**config.mk**
```make
export PLATFORM = sky130hd
export DESIGN_NAME = busInterconnect
export DESIGN_NICKNAME = d
export VERILOG_FILES = /design/src/verilog/cachePkg.sv /design/src/verilog/busInterconnect.sv
export VERILOG_INCLUDE_DIRS = /design/src /design/src/include
export SDC_FILE = /design/constraint.sdc
export NUM_CORES = 1
export LEC_CHECK = 0
export BUFFER_PORTS_ARGS = -buffer_cell sky130_fd_sc_hd__buf_2
export CORE_AREA = 2 2 100 102
export CTS_BUF_LIST = sky130_fd_sc_hd__clkbuf_8
export CTS_CLUSTER_SIZE = 30
export DETAILED_ROUTE_END_ITERATION = 10
export DIE_AREA = 0 0 102 104
export SLEW_MARGIN = 20
export SYNTH_ARGS = -nofsm -noshare
export SYNTH_HDL_FRONTEND = slang
export SYNTH_SLANG_ARGS = --single-unit
```
**constraint.sdc**
```tcl
create_clock -name clock -period 0.9 [get_ports clock]
set_input_delay 0.09 -clock clock [delete_from_list [all_inputs] [get_ports clock]]
set_output_delay 0.09 -clock clock [all_outputs]
set_load 0.01 [all_outputs]
```
**src/include/cache_cfg.svh**
```systemverilog
`ifndef CACHE_CFG_SVH
`define CACHE_CFG_SVH

// word address, one word per location
`define ADDR_WIDTH 16
`define DATA_WIDTH 32

// four words per line, sixteen lines
`define OFFSET_WIDTH 2
`define INDEX_WIDTH 4
`define TAG_WIDTH (`ADDR_WIDTH - `INDEX_WIDTH - `OFFSET_WIDTH)

// cycles from first sight of a request to done
`define MEM_LATENCY 3

`endif

```
**src/verilog/cachePkg.sv**
```systemverilog
`include "cache_cfg.svh"

package cachePkg;
	typedef logic [`ADDR_WIDTH - 1 : 0] address_t;
	typedef logic [`DATA_WIDTH - 1 : 0] word_t;
	typedef logic [`TAG_WIDTH - 1 : 0] tag_t;
	typedef logic [`INDEX_WIDTH - 1 : 0] index_t;
	typedef logic [`OFFSET_WIDTH - 1 : 0] offset_t;

	typedef enum logic [1 : 0] {
		INVALID,
		SHARED,
		MODIFIED
	} lineState_t;

	typedef enum logic [2 : 0] {
		NONE,
		BUS_READ,
		BUS_READ_EXCLUSIVE,
		BUS_WRITEBACK,
		BUS_INVALIDATE
	} busCommand_t;

	typedef struct packed {
		logic read;
		logic write;
		address_t address;
		word_t writeData;
	} cpuRequest_t;

	typedef struct packed {
		logic done;
		word_t readData;
	} cpuResponse_t;

	// one word per transaction on the memory bus
	typedef struct packed {
		logic read;
		logic write;
		address_t address;
		word_t data;
	} memRequest_t;

	typedef struct packed {
		logic done;
		word_t data;
	} memResponse_t;
endpackage : cachePkg

```
**src/verilog/busInterconnect.sv**
```systemverilog
`timescale 1ns/1ps

module busInterconnect (
	input logic clock,
	input logic reset,
	input cachePkg::memRequest_t cacheRequest,
	input cachePkg::memRequest_t externalRequest,
	input logic cacheBusRequest,
	input cachePkg::busCommand_t busCommand,
	output logic cacheGrant,
	output logic invalidateAck,
	output cachePkg::memResponse_t cacheResponse,
	output cachePkg::memResponse_t externalResponse,
	output cachePkg::memRequest_t memRequest,
	input cachePkg::memResponse_t memResponse
);
	import cachePkg::*;

	logic granted;
	// also remembers the last owner after release
	logic ownerIsExternal;
	logic externalWants;
	logic ownerRequesting;
	logic ownerPending;

	assign externalWants = externalRequest.read || externalRequest.write;
	assign ownerRequesting = ownerIsExternal ? externalWants : cacheBusRequest;

	always_ff @(posedge clock) begin
		if (reset) begin
			granted <= 1'b0;
			ownerIsExternal <= 1'b0;
		end else if (!(granted && ownerRequesting)) begin
			if (cacheBusRequest && externalWants) begin
				granted <= 1'b1;
				ownerIsExternal <= !ownerIsExternal;
			end else if (cacheBusRequest) begin
				granted <= 1'b1;
				ownerIsExternal <= 1'b0;
			end else if (externalWants) begin
				granted <= 1'b1;
				ownerIsExternal <= 1'b1;
			end else begin
				granted <= 1'b0;
			end
		end
	end

	assign cacheGrant = granted && !ownerIsExternal;
	// no other caches to answer, ack comes with the grant
	assign invalidateAck = cacheGrant && busCommand == BUS_INVALIDATE;

	assign memRequest = !granted ? '0 : (ownerIsExternal ? externalRequest : cacheRequest);

	assign cacheResponse = '{done: memResponse.done && cacheGrant, data: memResponse.data};
	assign externalResponse = '{
		done: memResponse.done && granted && ownerIsExternal,
		data: memResponse.data
	};

	assign ownerPending = granted && !memResponse.done
		&& (ownerIsExternal ? externalWants : (cacheRequest.read || cacheRequest.write));

	ownerHeldWhilePending: assert property (
		@(posedge clock) disable iff (reset)
		ownerPending |=> granted && ownerIsExternal == $past(ownerIsExternal)
	);
endmodule : busInterconnect

```
* Word-level counts from Yosys, hierarchy flattened
Cells that the tools add are included.
** Word-level totals
- Word-level logic and storage cells :: 24
- Input bits :: 139
- Output and inout port bits :: 118
- Flip-flop bits (word level) :: 2
** Operators by class
- Bitwise logic cells :: 1
- Reduce and logical (&&, ||, !) cells :: 11
- Mux-type cells :: 9
- Equal/unequal tests :: 1
** Operator list (count)
- $mux W50 :: 2
- $logic_and A1 B1 Y1 :: 7
- $mux W1 :: 7
- $eq A3 B3 Y1 const B :: 1
- $reduce_bool A3 Y1 :: 1
- $reduce_and A2 Y1 :: 1
- $logic_not A1 Y1 :: 1
- $logic_or A1 B1 Y1 :: 1
- $not A1 Y1 :: 1

* Logic depth before layout (Yosys ltp)
Gate-level depths: netlist of run 1.
- Depth in word-level cells :: 5
- Gate-level depth with buffers :: 5
- Mapped depth without buffers :: 3

* Least setup slack after synthesis of run 1
OpenSTA, ideal clock, no wires.
- Path type :: register -> output
- Start :: register granted
- End :: output port invalidateAck
- Setup slack :: -0.112 ns
- Arrival time :: 0.922 ns
- Data required time :: 0.810 ns
- Cell stages (with the launch flop) :: 3
- Buffers on the path :: 0
- Cell sequence :: dfxtp_1 -> nor2b_1 -> and3_1
** On the way
- Cells in the longest elaborated chain, start to end :: 2
** Ends and longest elaborated chain
- from (decl) :: RTL line busInterconnect.sv:19 : logic granted;
- from (signal assigned) :: RTL line busInterconnect.sv:31 : granted <= 1'b0;
- from (signal assigned) :: RTL line busInterconnect.sv:35 : granted <= 1'b1;
- from (signal assigned) :: RTL line busInterconnect.sv:38 : granted <= 1'b1;
- $logic_and A1 B1 Y1 :: RTL line busInterconnect.sv:49 : assign cacheGrant = granted && !ownerIsExternal;
- net cacheGrant :: RTL line busInterconnect.sv:10 : output logic cacheGrant,
- $logic_and A1 B1 Y1 :: RTL line busInterconnect.sv:51 : assign invalidateAck = cacheGrant && busCommand == BUS_INVALIDATE;
- to (decl) :: RTL line busInterconnect.sv:11 : output logic invalidateAck,
The timed path passes the listed nets, and every way through them passes these cells.

==> results of run 1 <==
## flip-flops by register name, indices dropped and copies added (netlist names)
register         flops
granted              1
ownerIsExternal      1
## worst reg2reg max path, delay by kind of cell, from the launching register on
| kind | cells | cell delay, ns |
|---|---|---|
| flops | 1 | 0.38 |
| buf+inv | 1 | 0.20 |
| compound gates | 2 | 0.37 |
## per-layer routing
layer  track usage [%]  share of wire, %  wire length, µm  vias up
met5                 0                 0                0        -
met4              4.38               4.3              200        0
met3              1.55                11              511       28
met2              14.3                51             2360       95
met1              6.52                34             1550      678
li1                  -                 -                -      752
## layout by cell type, fill, tap and decap left out, types with 2 or more instances in the layout
cell      instances
buf_2           159
clkbuf_8          3
o21ai_1           2
buf_12            5
nor2_1            2
buf_4             5
mux2i_2           3
mux2i_1          47
nor2b_1          49
## final cells by class
class | instances | area [µm²] | area share, %
repair buffers | 170 | 945 | 44.7
clock buffers | 3 | 41.3 | 1.95
multi-input cells | 112 | 911 | 43.1
flip-flops and latches | 2 | 45.0 | 2.13
clock inverters | 1 | 3.75 | 0.178
well taps | 133 | 166 | 7.88
## logic make-up after synthesis
logic type / after synthesis
DFF: 2
and+or+nand+nor: 57
muxes: 50
buffers and inverters: 75
AOI/OAI and AO/OA: 5
## repair_timing
item	4_1_cts	5_1_grt
buffers inserted	0	1
setup endpoints to repair	55	55
pin swaps	0	0
gates resized for setup	6	2
## power by group through the flow
stage,Clock (mW),Combinational (mW),Sequential [mW]
global placement,0,1.04,0.109
CTS,0.380,1.08,0.110
detailed placement,0,1.07,0.110
finish,0.365,1.08,0.109
global route,0.383,1.17,0.112
floorplan,0,0.892,0.103
## path summary, 6_finish.rpt
path	end	slack, ns	depth (start not counted)
min	ownerIsExternal$_SDFFE_PP0P_	0.05	2
max reg2reg	ownerIsExternal$_SDFFE_PP0P_	-0.12	3
min reg2reg	ownerIsExternal$_SDFFE_PP0P_	0.73	4
max	memRequest[45]	-0.43	4
## per-stage QoR
step           hold WS [ns]  power [mW]  cell area [µm²]  setup WS (ns)
6_report             0.0534        1.55             2110         -0.427
5_1_grt              0.0574        1.67             2110         -0.493
4_1_cts              0.0471        1.57             2100         -0.440
3_5_place_dp          0.180        1.18             2030         -0.214
3_3_place_gp          0.180        1.15             2030         -0.204
2_1_floorplan         0.159       0.996             1520        -0.0747
==> results_dict.tcl, run 1 <==
set metrics [dict create \
    status "finished, violations left" \
    failed_checks "negative setup slack" \
    drc_errors 0 \
    arrival_ns 1.24 \
    setup_viol 55 \
    pwr-share-clk_pct 23.5 \
    setup_slack_ns -0.427 \
    crit_required_ns 0.81 \
    fin_crit_sh_pct 147 \
    synth_area_leader_cell "mux2i_1" \
    drv_cap 0 \
    coreArea_um2 9550 \
    p_per_area_nw_per_um2 736 \
    slew_violations 0 \
    cts_hold_buf 0 \
    switchingPower_mw 0.561 \
    vdd_drop_max_mv 0.244 \
    rows 36 \
    die_area_um2 10600 \
    fp.dieW_um 102 \
    antenna_left 0 \
    grt_pass1_vias 1410 \
    synth_nets 328 \
    grt_max_degree 24 \
    viasPerCell 3.69 \
    cts_buffers 3 \
    path_buf_inv 2 \
    gp_congestion 0.641 \
    fillers 1093 \
    dp.cells 416 \
    skew_ns 0.00532 \
    final_core_util_pct 22.1 \
    tightest_slew_ns 0.207 \
    min_period_ns 1.33 \
    cts_tree "yes" \
    crit_path_max_incr_delay_ns 0.38 \
    hold_class "input port to flop" \
    synth_commonest_cells "buf_4, nor2b_1, mux2i_1" \
    htreeDepth 1 \
    antenna_found_initial 0 \
    yosys_warnings 0 \
    final_layout_size_suffix_gt1_share_pct 63.2 \
    syn-cell-area_um2 1500 \
    ioPinCount 257 \
    grt-ovfl-total 0 \
    combPwrFrac_pct 69.5 \
    clkTransAtPathRegs_ns 0.03 \
    fmax_ghz 0.754 \
    synth_flop_cell "dfxtp_1" \
    cts_root_buffer "clkbuf_8" \
    critPathLaunch "ownerIsExternal$_SDFFE_PP0P_" \
    wire_per_inst_um 11.0 \
    synth-async-reset-ratio_pct 0 \
    power.static_leakage_nw 1.15 \
    io_buffers 160 \
    critical_path.top_delay_family "flip-flops" \
    synth_top_area_share_pct 33.4 \
    endpoint_kind "output pin" \
    drtIter0Drc 20 \
    path_class "flop to output pin" \
    die_h_um 104 \
    syn2layout_area_growth_pct 41.1 \
    synth_compound_area_share_pct 2.01 \
    start_kind "flop" \
    synth_top_family_by_area "buffers and inverters" \
    hold_viol 0 \
    cts_num_sinks 2 \
    crit_fanout 22 \
    grt_first_pass_wirelength_um 6310 \
    synthMuxAreaShare_pct 33.4 \
    setup_tns_ns -19.93 \
    synth_edf_count 0 \
    clk_latency_ns 0.21 \
    pwr-share-seq_pct 7.0 \
    synth.distinct_cells 15 \
    totalWireLength_um 4620 \
    p_int_mw 0.993 \
    hpwl_um 3940 \
    diodes 0 \
    synthAdderAreaFrac_pct 0 \
    track_usage_pct 7.29 \
    min_from "reset" \
    synth_seq_cells 2 \
    ys_seq_area_share_pct 2.68 \
    r2r-start "ownerIsExternal$_SDFFE_PP0P_" \
    max_slew_margin_pct 86.1 \
    postSynthAreaPerCell_um2 7.92 \
    swShare_pct 36.1 \
    synth.area.top_cells "mux2i_1, buf_4, nor2b_1" \
    synthCells 189 \
    rsz0062_at_grt "yes" \
    synth-xor-area-share_pct 0 \
    synthSimpleGateAreaFrac_pct 23.4 \
    initial_core_util_pct 15.7 \
    via_count 1553 \
    final_nets 428 \
    yosysMostFrequentCell "buf_4" \
    path_cells "buf_12 -> mux2i_2 -> nor2b_2 -> buf_2" \
    final_cell_count_no_fill 421 \
    clk_path_buf_depth 2 \
    dr.pass1.iters 2 \
    cp_slowest_cell "dfxtp_4" \
]
Note: power is estimated with default switching activity, not from simulation.
==> inputs of run 2 (changes only) <==
--- a/config.mk
+++ b/config.mk
@@ -7,11 +7,14 @@
 export NUM_CORES = 1
 export LEC_CHECK = 0
 export BUFFER_PORTS_ARGS = -buffer_cell sky130_fd_sc_hd__buf_2
-export CORE_AREA = 2 2 100 102
+export CELL_PAD_IN_SITES_DETAIL_PLACEMENT = 1
+export CELL_PAD_IN_SITES_GLOBAL_PLACEMENT = 2
+export CORE_MARGIN = 1
+export CORE_UTILIZATION = 10
 export CTS_BUF_LIST = sky130_fd_sc_hd__clkbuf_8
 export CTS_CLUSTER_SIZE = 30
 export DETAILED_ROUTE_END_ITERATION = 10
-export DIE_AREA = 0 0 102 104
+export PLACE_DENSITY_LB_ADDON = 0.1
 export SLEW_MARGIN = 20
 export SYNTH_ARGS = -nofsm -noshare
 export SYNTH_HDL_FRONTEND = slang
==> results_dict.tcl, run 2 (same netlist as run 1, synthesis figures left out) <==
set metrics [dict create \
    status "finished, violations left" \
    failed_checks "negative setup slack" \
    clk_path_buf_depth 2 \
    grt_pass1_vias 1743 \
    path_cells "buf_12 -> buf_16 -> nor2b_4 -> and3_1 -> buf_2" \
    start_kind "flop" \
    tightest_slew_ns 0.170 \
    skew_ns 0.00233 \
    layout_commonest_cell "buf_2" \
    final_layout_size_suffix_gt1_share_pct 64.5 \
    path_buf_inv 3 \
    power.static_leakage_nw 1.23 \
    drv_cap 0 \
    drc_errors 0 \
    initial_core_util_pct 10.3 \
    die_h_um 124 \
    p_per_area_nw_per_um2 741 \
    arrival_ns 1.30 \
    ioPinCount 257 \
    endpoint_kind "output pin" \
    drtIter0Drc 17 \
    timing.hold.ws_ns 0.0387 \
    p_int_mw 1.12 \
    final_cell_mix "buf_2, nor2b_1, mux2i_1" \
    clkTransAtPathRegs_ns 0.03 \
    cts_hold_buf 0 \
    fp.dieW_um 124 \
    wire_per_inst_um 12.9 \
    antenna_left 0 \
    cts_tree "yes" \
    pwr-share-clk_pct 21.2 \
    dr_wl_met3_um 505 \
    top_layer "met4" \
    fillers 1780 \
    dr.pass1.iters 2 \
    hold_viol 0 \
    totalWireLength_um 6150 \
    track_usage_pct 7.61 \
    crit_required_ns 0.81 \
    fin_crit_sh_pct 154 \
    cts_num_sinks 2 \
    path_class "flop to output pin" \
    switchingPower_mw 0.628 \
    pre_cts_slack_ns -0.287 \
    crit_path_max_incr_delay_ns 0.37 \
    vdd_drop_max_mv 0.202 \
    grt-ovfl-total 0 \
    rsz0062_at_grt "yes" \
    htreeDepth 1 \
    coreArea_um2 14600 \
    rows 44 \
    largestRegisters "granted (1), ownerIsExternal (1)" \
    max_slew_margin_pct 88.3 \
    pwr-share-seq_pct 6.5 \
    critical_path.top_delay_family "buffers and inverters" \
    register_area_um2 45.0 \
    gp_congestion 0.650 \
    multi_input_area_um2 917 \
    drt-met1-wl_um 2370 \
    diodes 0 \
    viasPerCell 3.30 \
    grt_max_degree 20 \
    grt_first_pass_wirelength_um 9320 \
    setup_viol 55 \
    cts_root_buffer "clkbuf_8" \
    syn2layout_area_growth_pct 57.7 \
    slew_violations 0 \
    cp_slowest_cell "dfxtp_4" \
    fmax_ghz 0.722 \
    die_area_um2 15500 \
    via_count 1573 \
    final_nets 433 \
    hold_class "input port to flop" \
    swShare_pct 35.9 \
    hpwl_um 4850 \
    combPwrFrac_pct 72.3 \
    crit_fanout 5 \
    io_buffers 160 \
    min_period_ns 1.39 \
    dr_wl_met2_um 3200 \
    setup_slack_ns -0.486 \
    antenna_found_initial 0 \
    cts_buffers 3 \
    clk_latency_ns 0.21 \
]
==> run 2: cell count changes in the layout (fill, tap and decap cells not counted), sizes merged <==
cell,delta
clkbuf,+1
buf,+4
==> run 2: final cells by class <==
| class | instances | share of cell area, % |
|---|---|---|
| clock buffers | 3 | 1.75 |
| well taps | 184 | 9.76 |
| multi-input cells | 112 | 38.9 |
| repair buffers | 175 | 47.6 |
| flip-flops and latches | 2 | 1.91 |
| clock inverters | 1 | 0.159 |
==> run 2: per-layer routing <==
metal	GRT usage, %	vias up
li1	-	761
met1	7.82	691
met2	14.6	96
met3	2.36	25
met4	2.20	0
met5	0	-
==> run 2: power by group through the flow <==
stage	clock network (mW)	logic, mW	registers (mW)
3_5_place_dp	0	1.12	0.112
2_1_floorplan	0	0.892	0.103
5_1_grt	0.399	1.38	0.116
4_1_cts	0.380	1.23	0.114
3_3_place_gp	0	1.12	0.110
6_report	0.371	1.26	0.114
==> run 2: timing repair <==
action                     4_1_cts  5_1_grt
buffers inserted                 1        1
pin swaps                        1        2
gates resized for setup          7        9
gates cloned                     3        1
setup endpoints to repair       55       55
==> run 2: worst register-to-register path, cell delays in order (launching register included) <==
cell,delay (ns)
dfxtp_4,0.40
buf_12,0.20
a21bo_1,0.24
a21oi_2,0.10
==> run 2: per-stage QoR <==
stage	total power, mW	setup TNS, ns	instance area, µm²	instances	utilization (%)
after floorplan	0.996	-3.51	1520	189	-
after global placement	1.23	-8.56	2120	467	14.5
after detailed placement	1.23	-9.17	2120	467	14.5
after CTS	1.73	-22.36	2280	475	15.6
after global routing	1.90	-26.31	2360	477	16.2
final	1.75	-22.45	2360	477	16.2
==> run 2: final timing paths <==
kind                                              startpoint                           end  slack [ns]  cells past startpoint
worst max-delay path            ownerIsExternal$_SDFFE_PP0P_                 invalidateAck       -0.49                      5
worst min-delay path                                   reset  ownerIsExternal$_SDFFE_PP0P_        0.04                      2
worst max register to register  ownerIsExternal$_SDFFE_PP0P_  ownerIsExternal$_SDFFE_PP0P_       -0.12                      3
worst min register to register          granted$_SDFFE_PP0N_  ownerIsExternal$_SDFFE_PP0P_        0.78                      4
==> inputs of run 3 (changes only) <==
--- a/config.mk
+++ b/config.mk
@@ -15,6 +15,7 @@
 export CTS_CLUSTER_SIZE = 30
 export DETAILED_ROUTE_END_ITERATION = 10
 export PLACE_DENSITY_LB_ADDON = 0.1
+export SKIP_LAST_GASP = 1
 export SLEW_MARGIN = 20
 export SYNTH_ARGS = -nofsm -noshare
 export SYNTH_HDL_FRONTEND = slang
==> results_dict.tcl, run 3 (same netlist as run 1, synthesis figures left out) <==
set metrics [dict create \
    status "finished, violations left" \
    failed_checks "negative setup slack" \
    p_per_area_nw_per_um2 741 \
    setup_viol 55 \
    clkTransAtPathRegs_ns 0.03 \
    power.static_leakage_nw 1.23 \
    final_layout_size_suffix_gt1_share_pct 64.2 \
    htreeDepth 1 \
    r2r_end "ownerIsExternal$_SDFFE_PP0P_" \
    clk_path_buf_depth 2 \
    initial_core_util_pct 10.3 \
    die_h_um 124 \
    die_area_um2 15500 \
    cts_tree "yes" \
    register_area_um2 45.0 \
    rsz0062_at_grt "yes" \
    grt-ovfl-total 0 \
    combPwrFrac_pct 72.2 \
    final_cell_count_no_fill 477 \
    pwr-share-seq_pct 6.5 \
    ff2ff_path_depth 3 \
    totalWireLength_um 6160 \
    slew_violations 0 \
    drv_cap 0 \
    start_kind "flop" \
    skew_ns 0.00231 \
    setup_slack_ns -0.486 \
    drc_errors 0 \
    cts_num_sinks 2 \
    antenna_found_initial 0 \
    arrival_ns 1.30 \
    rows 44 \
    hold_class "input port to flop" \
    wire_per_inst_um 12.9 \
    fmax_ghz 0.722 \
    r2r-start "ownerIsExternal$_SDFFE_PP0P_" \
    cts_buffers 3 \
    endpoint_kind "output pin" \
    swShare_pct 35.9 \
    pwr-share-clk_pct 21.2 \
    path_class "flop to output pin" \
    coreArea_um2 14600 \
    min_period_ns 1.39 \
    vdd_drop_max_mv 0.201 \
    cts_root_buffer "clkbuf_8" \
    multi_input_area_um2 913 \
    hpwl_um 4850 \
    io_buffers 160 \
    syn2layout_area_growth_pct 57.4 \
    grt_max_degree 20 \
    fin_area_um2 2360 \
    final_nets 433 \
    p_total_mw 1.75 \
    grt_pass1_vias 1743 \
    hold_viol 0 \
    reg2reg_slack_ns -0.13 \
    crit_required_ns 0.81 \
    clk_latency_ns 0.21 \
    crit_fanout 5 \
    endpoint "invalidateAck" \
    gp_congestion 0.650 \
    tightest_slew_ns 0.170 \
    antenna_left 0 \
    final_cell_mix "buf_2, nor2b_1, mux2i_1" \
    p_int_mw 1.12 \
    viasPerCell 3.29 \
    fillers 1780 \
    largestRegisters "granted (1), ownerIsExternal (1)" \
    fp.dieW_um 124 \
    via_count 1571 \
    track_usage_pct 7.61 \
    dp.cells 467 \
    layout_commonest_cell "buf_2" \
    diodes 0 \
    switchingPower_mw 0.627 \
    dpl_cell_area_um2 2120 \
    critPathLaunch "ownerIsExternal$_SDFFE_PP0P_" \
    grt_first_pass_wirelength_um 9320 \
    dr.pass1.iters 2 \
    ioPinCount 257 \
    drtIter0Drc 17 \
    fin_crit_sh_pct 154 \
    timing.hold.ws_ns 0.0412 \
    max_slew_margin_pct 88.3 \
    setup_tns_ns -22.46 \
]
run 3: changes by cell type in the layout (fill, tap and decap cells not counted):
cell	change
a21oi_1	+1
a21oi_2	-1
run 3: layout make-up:
| class | instances | share of cell area (%) |
|---|---|---|
| tap | 184 | 9.77 |
| sequential | 2 | 1.91 |
| multi-input combinational | 112 | 38.8 |
| clock inverter | 1 | 0.159 |
| timing repair buffer | 175 | 47.6 |
| clock buffer | 3 | 1.75 |
run 3: metal layers:
metal	up-vias	part of all wire, %	track usage (%)
li1	761	-	-
met5	-	0	0
met3	25	8.2	2.36
met2	96	52	14.6
met4	0	1.2	2.20
met1	689	39	7.82
run 3: stage by stage:
stage | util, % | setup WS (ns)
after floorplan | - | -0.0747
after global placement | 14.5 | -0.303
after detailed placement | 14.5 | -0.287
after CTS | 15.6 | -0.471
after global routing | 16.1 | -0.546
final | 16.1 | -0.486
run 3: how the worst min path moves through the flow:
| stage | cells past startpoint | end | from | slack (ns) |
|---|---|---|---|---|
| global route | 2 | ownerIsExternal$_SDFFE_PP0P_ | reset | 0.05 |
| floorplan | 1 | ownerIsExternal$_SDFFE_PP0P_ | reset | 0.16 |
| finish | 2 | ownerIsExternal$_SDFFE_PP0P_ | reset | 0.04 |
| CTS | 2 | ownerIsExternal$_SDFFE_PP0P_ | reset | 0.04 |
| global placement | 0 | cacheResponse[11] | memResponse[11] | 0.18 |
| detailed placement | 0 | cacheResponse[11] | memResponse[11] | 0.18 |
run 3: power groups by stage:
stage / clock [mW] / combinational (mW) / sequential, mW
6_report: 0.371 / 1.26 / 0.114
4_1_cts: 0.380 / 1.23 / 0.114
3_5_place_dp: 0 / 1.12 / 0.112
2_1_floorplan: 0 / 0.892 / 0.103
3_3_place_gp: 0 / 1.12 / 0.110
5_1_grt: 0.399 / 1.38 / 0.116
run 3: critical path: stages, from the launching register on:
cell and delay (ns):
dfxtp_4 0.37, buf_12 0.14, buf_16 0.13, nor2b_4 0.14, and3_1 0.16, buf_2 0.12
run 3: timing repair:
item,CTS,global route
hold buffers,0,0
gates cloned,3,1
setup endpoints to repair,55,55
resized for setup,6,9
hold endpoints to repair,0,0
setup buffers,1,1
pin swaps,1,2
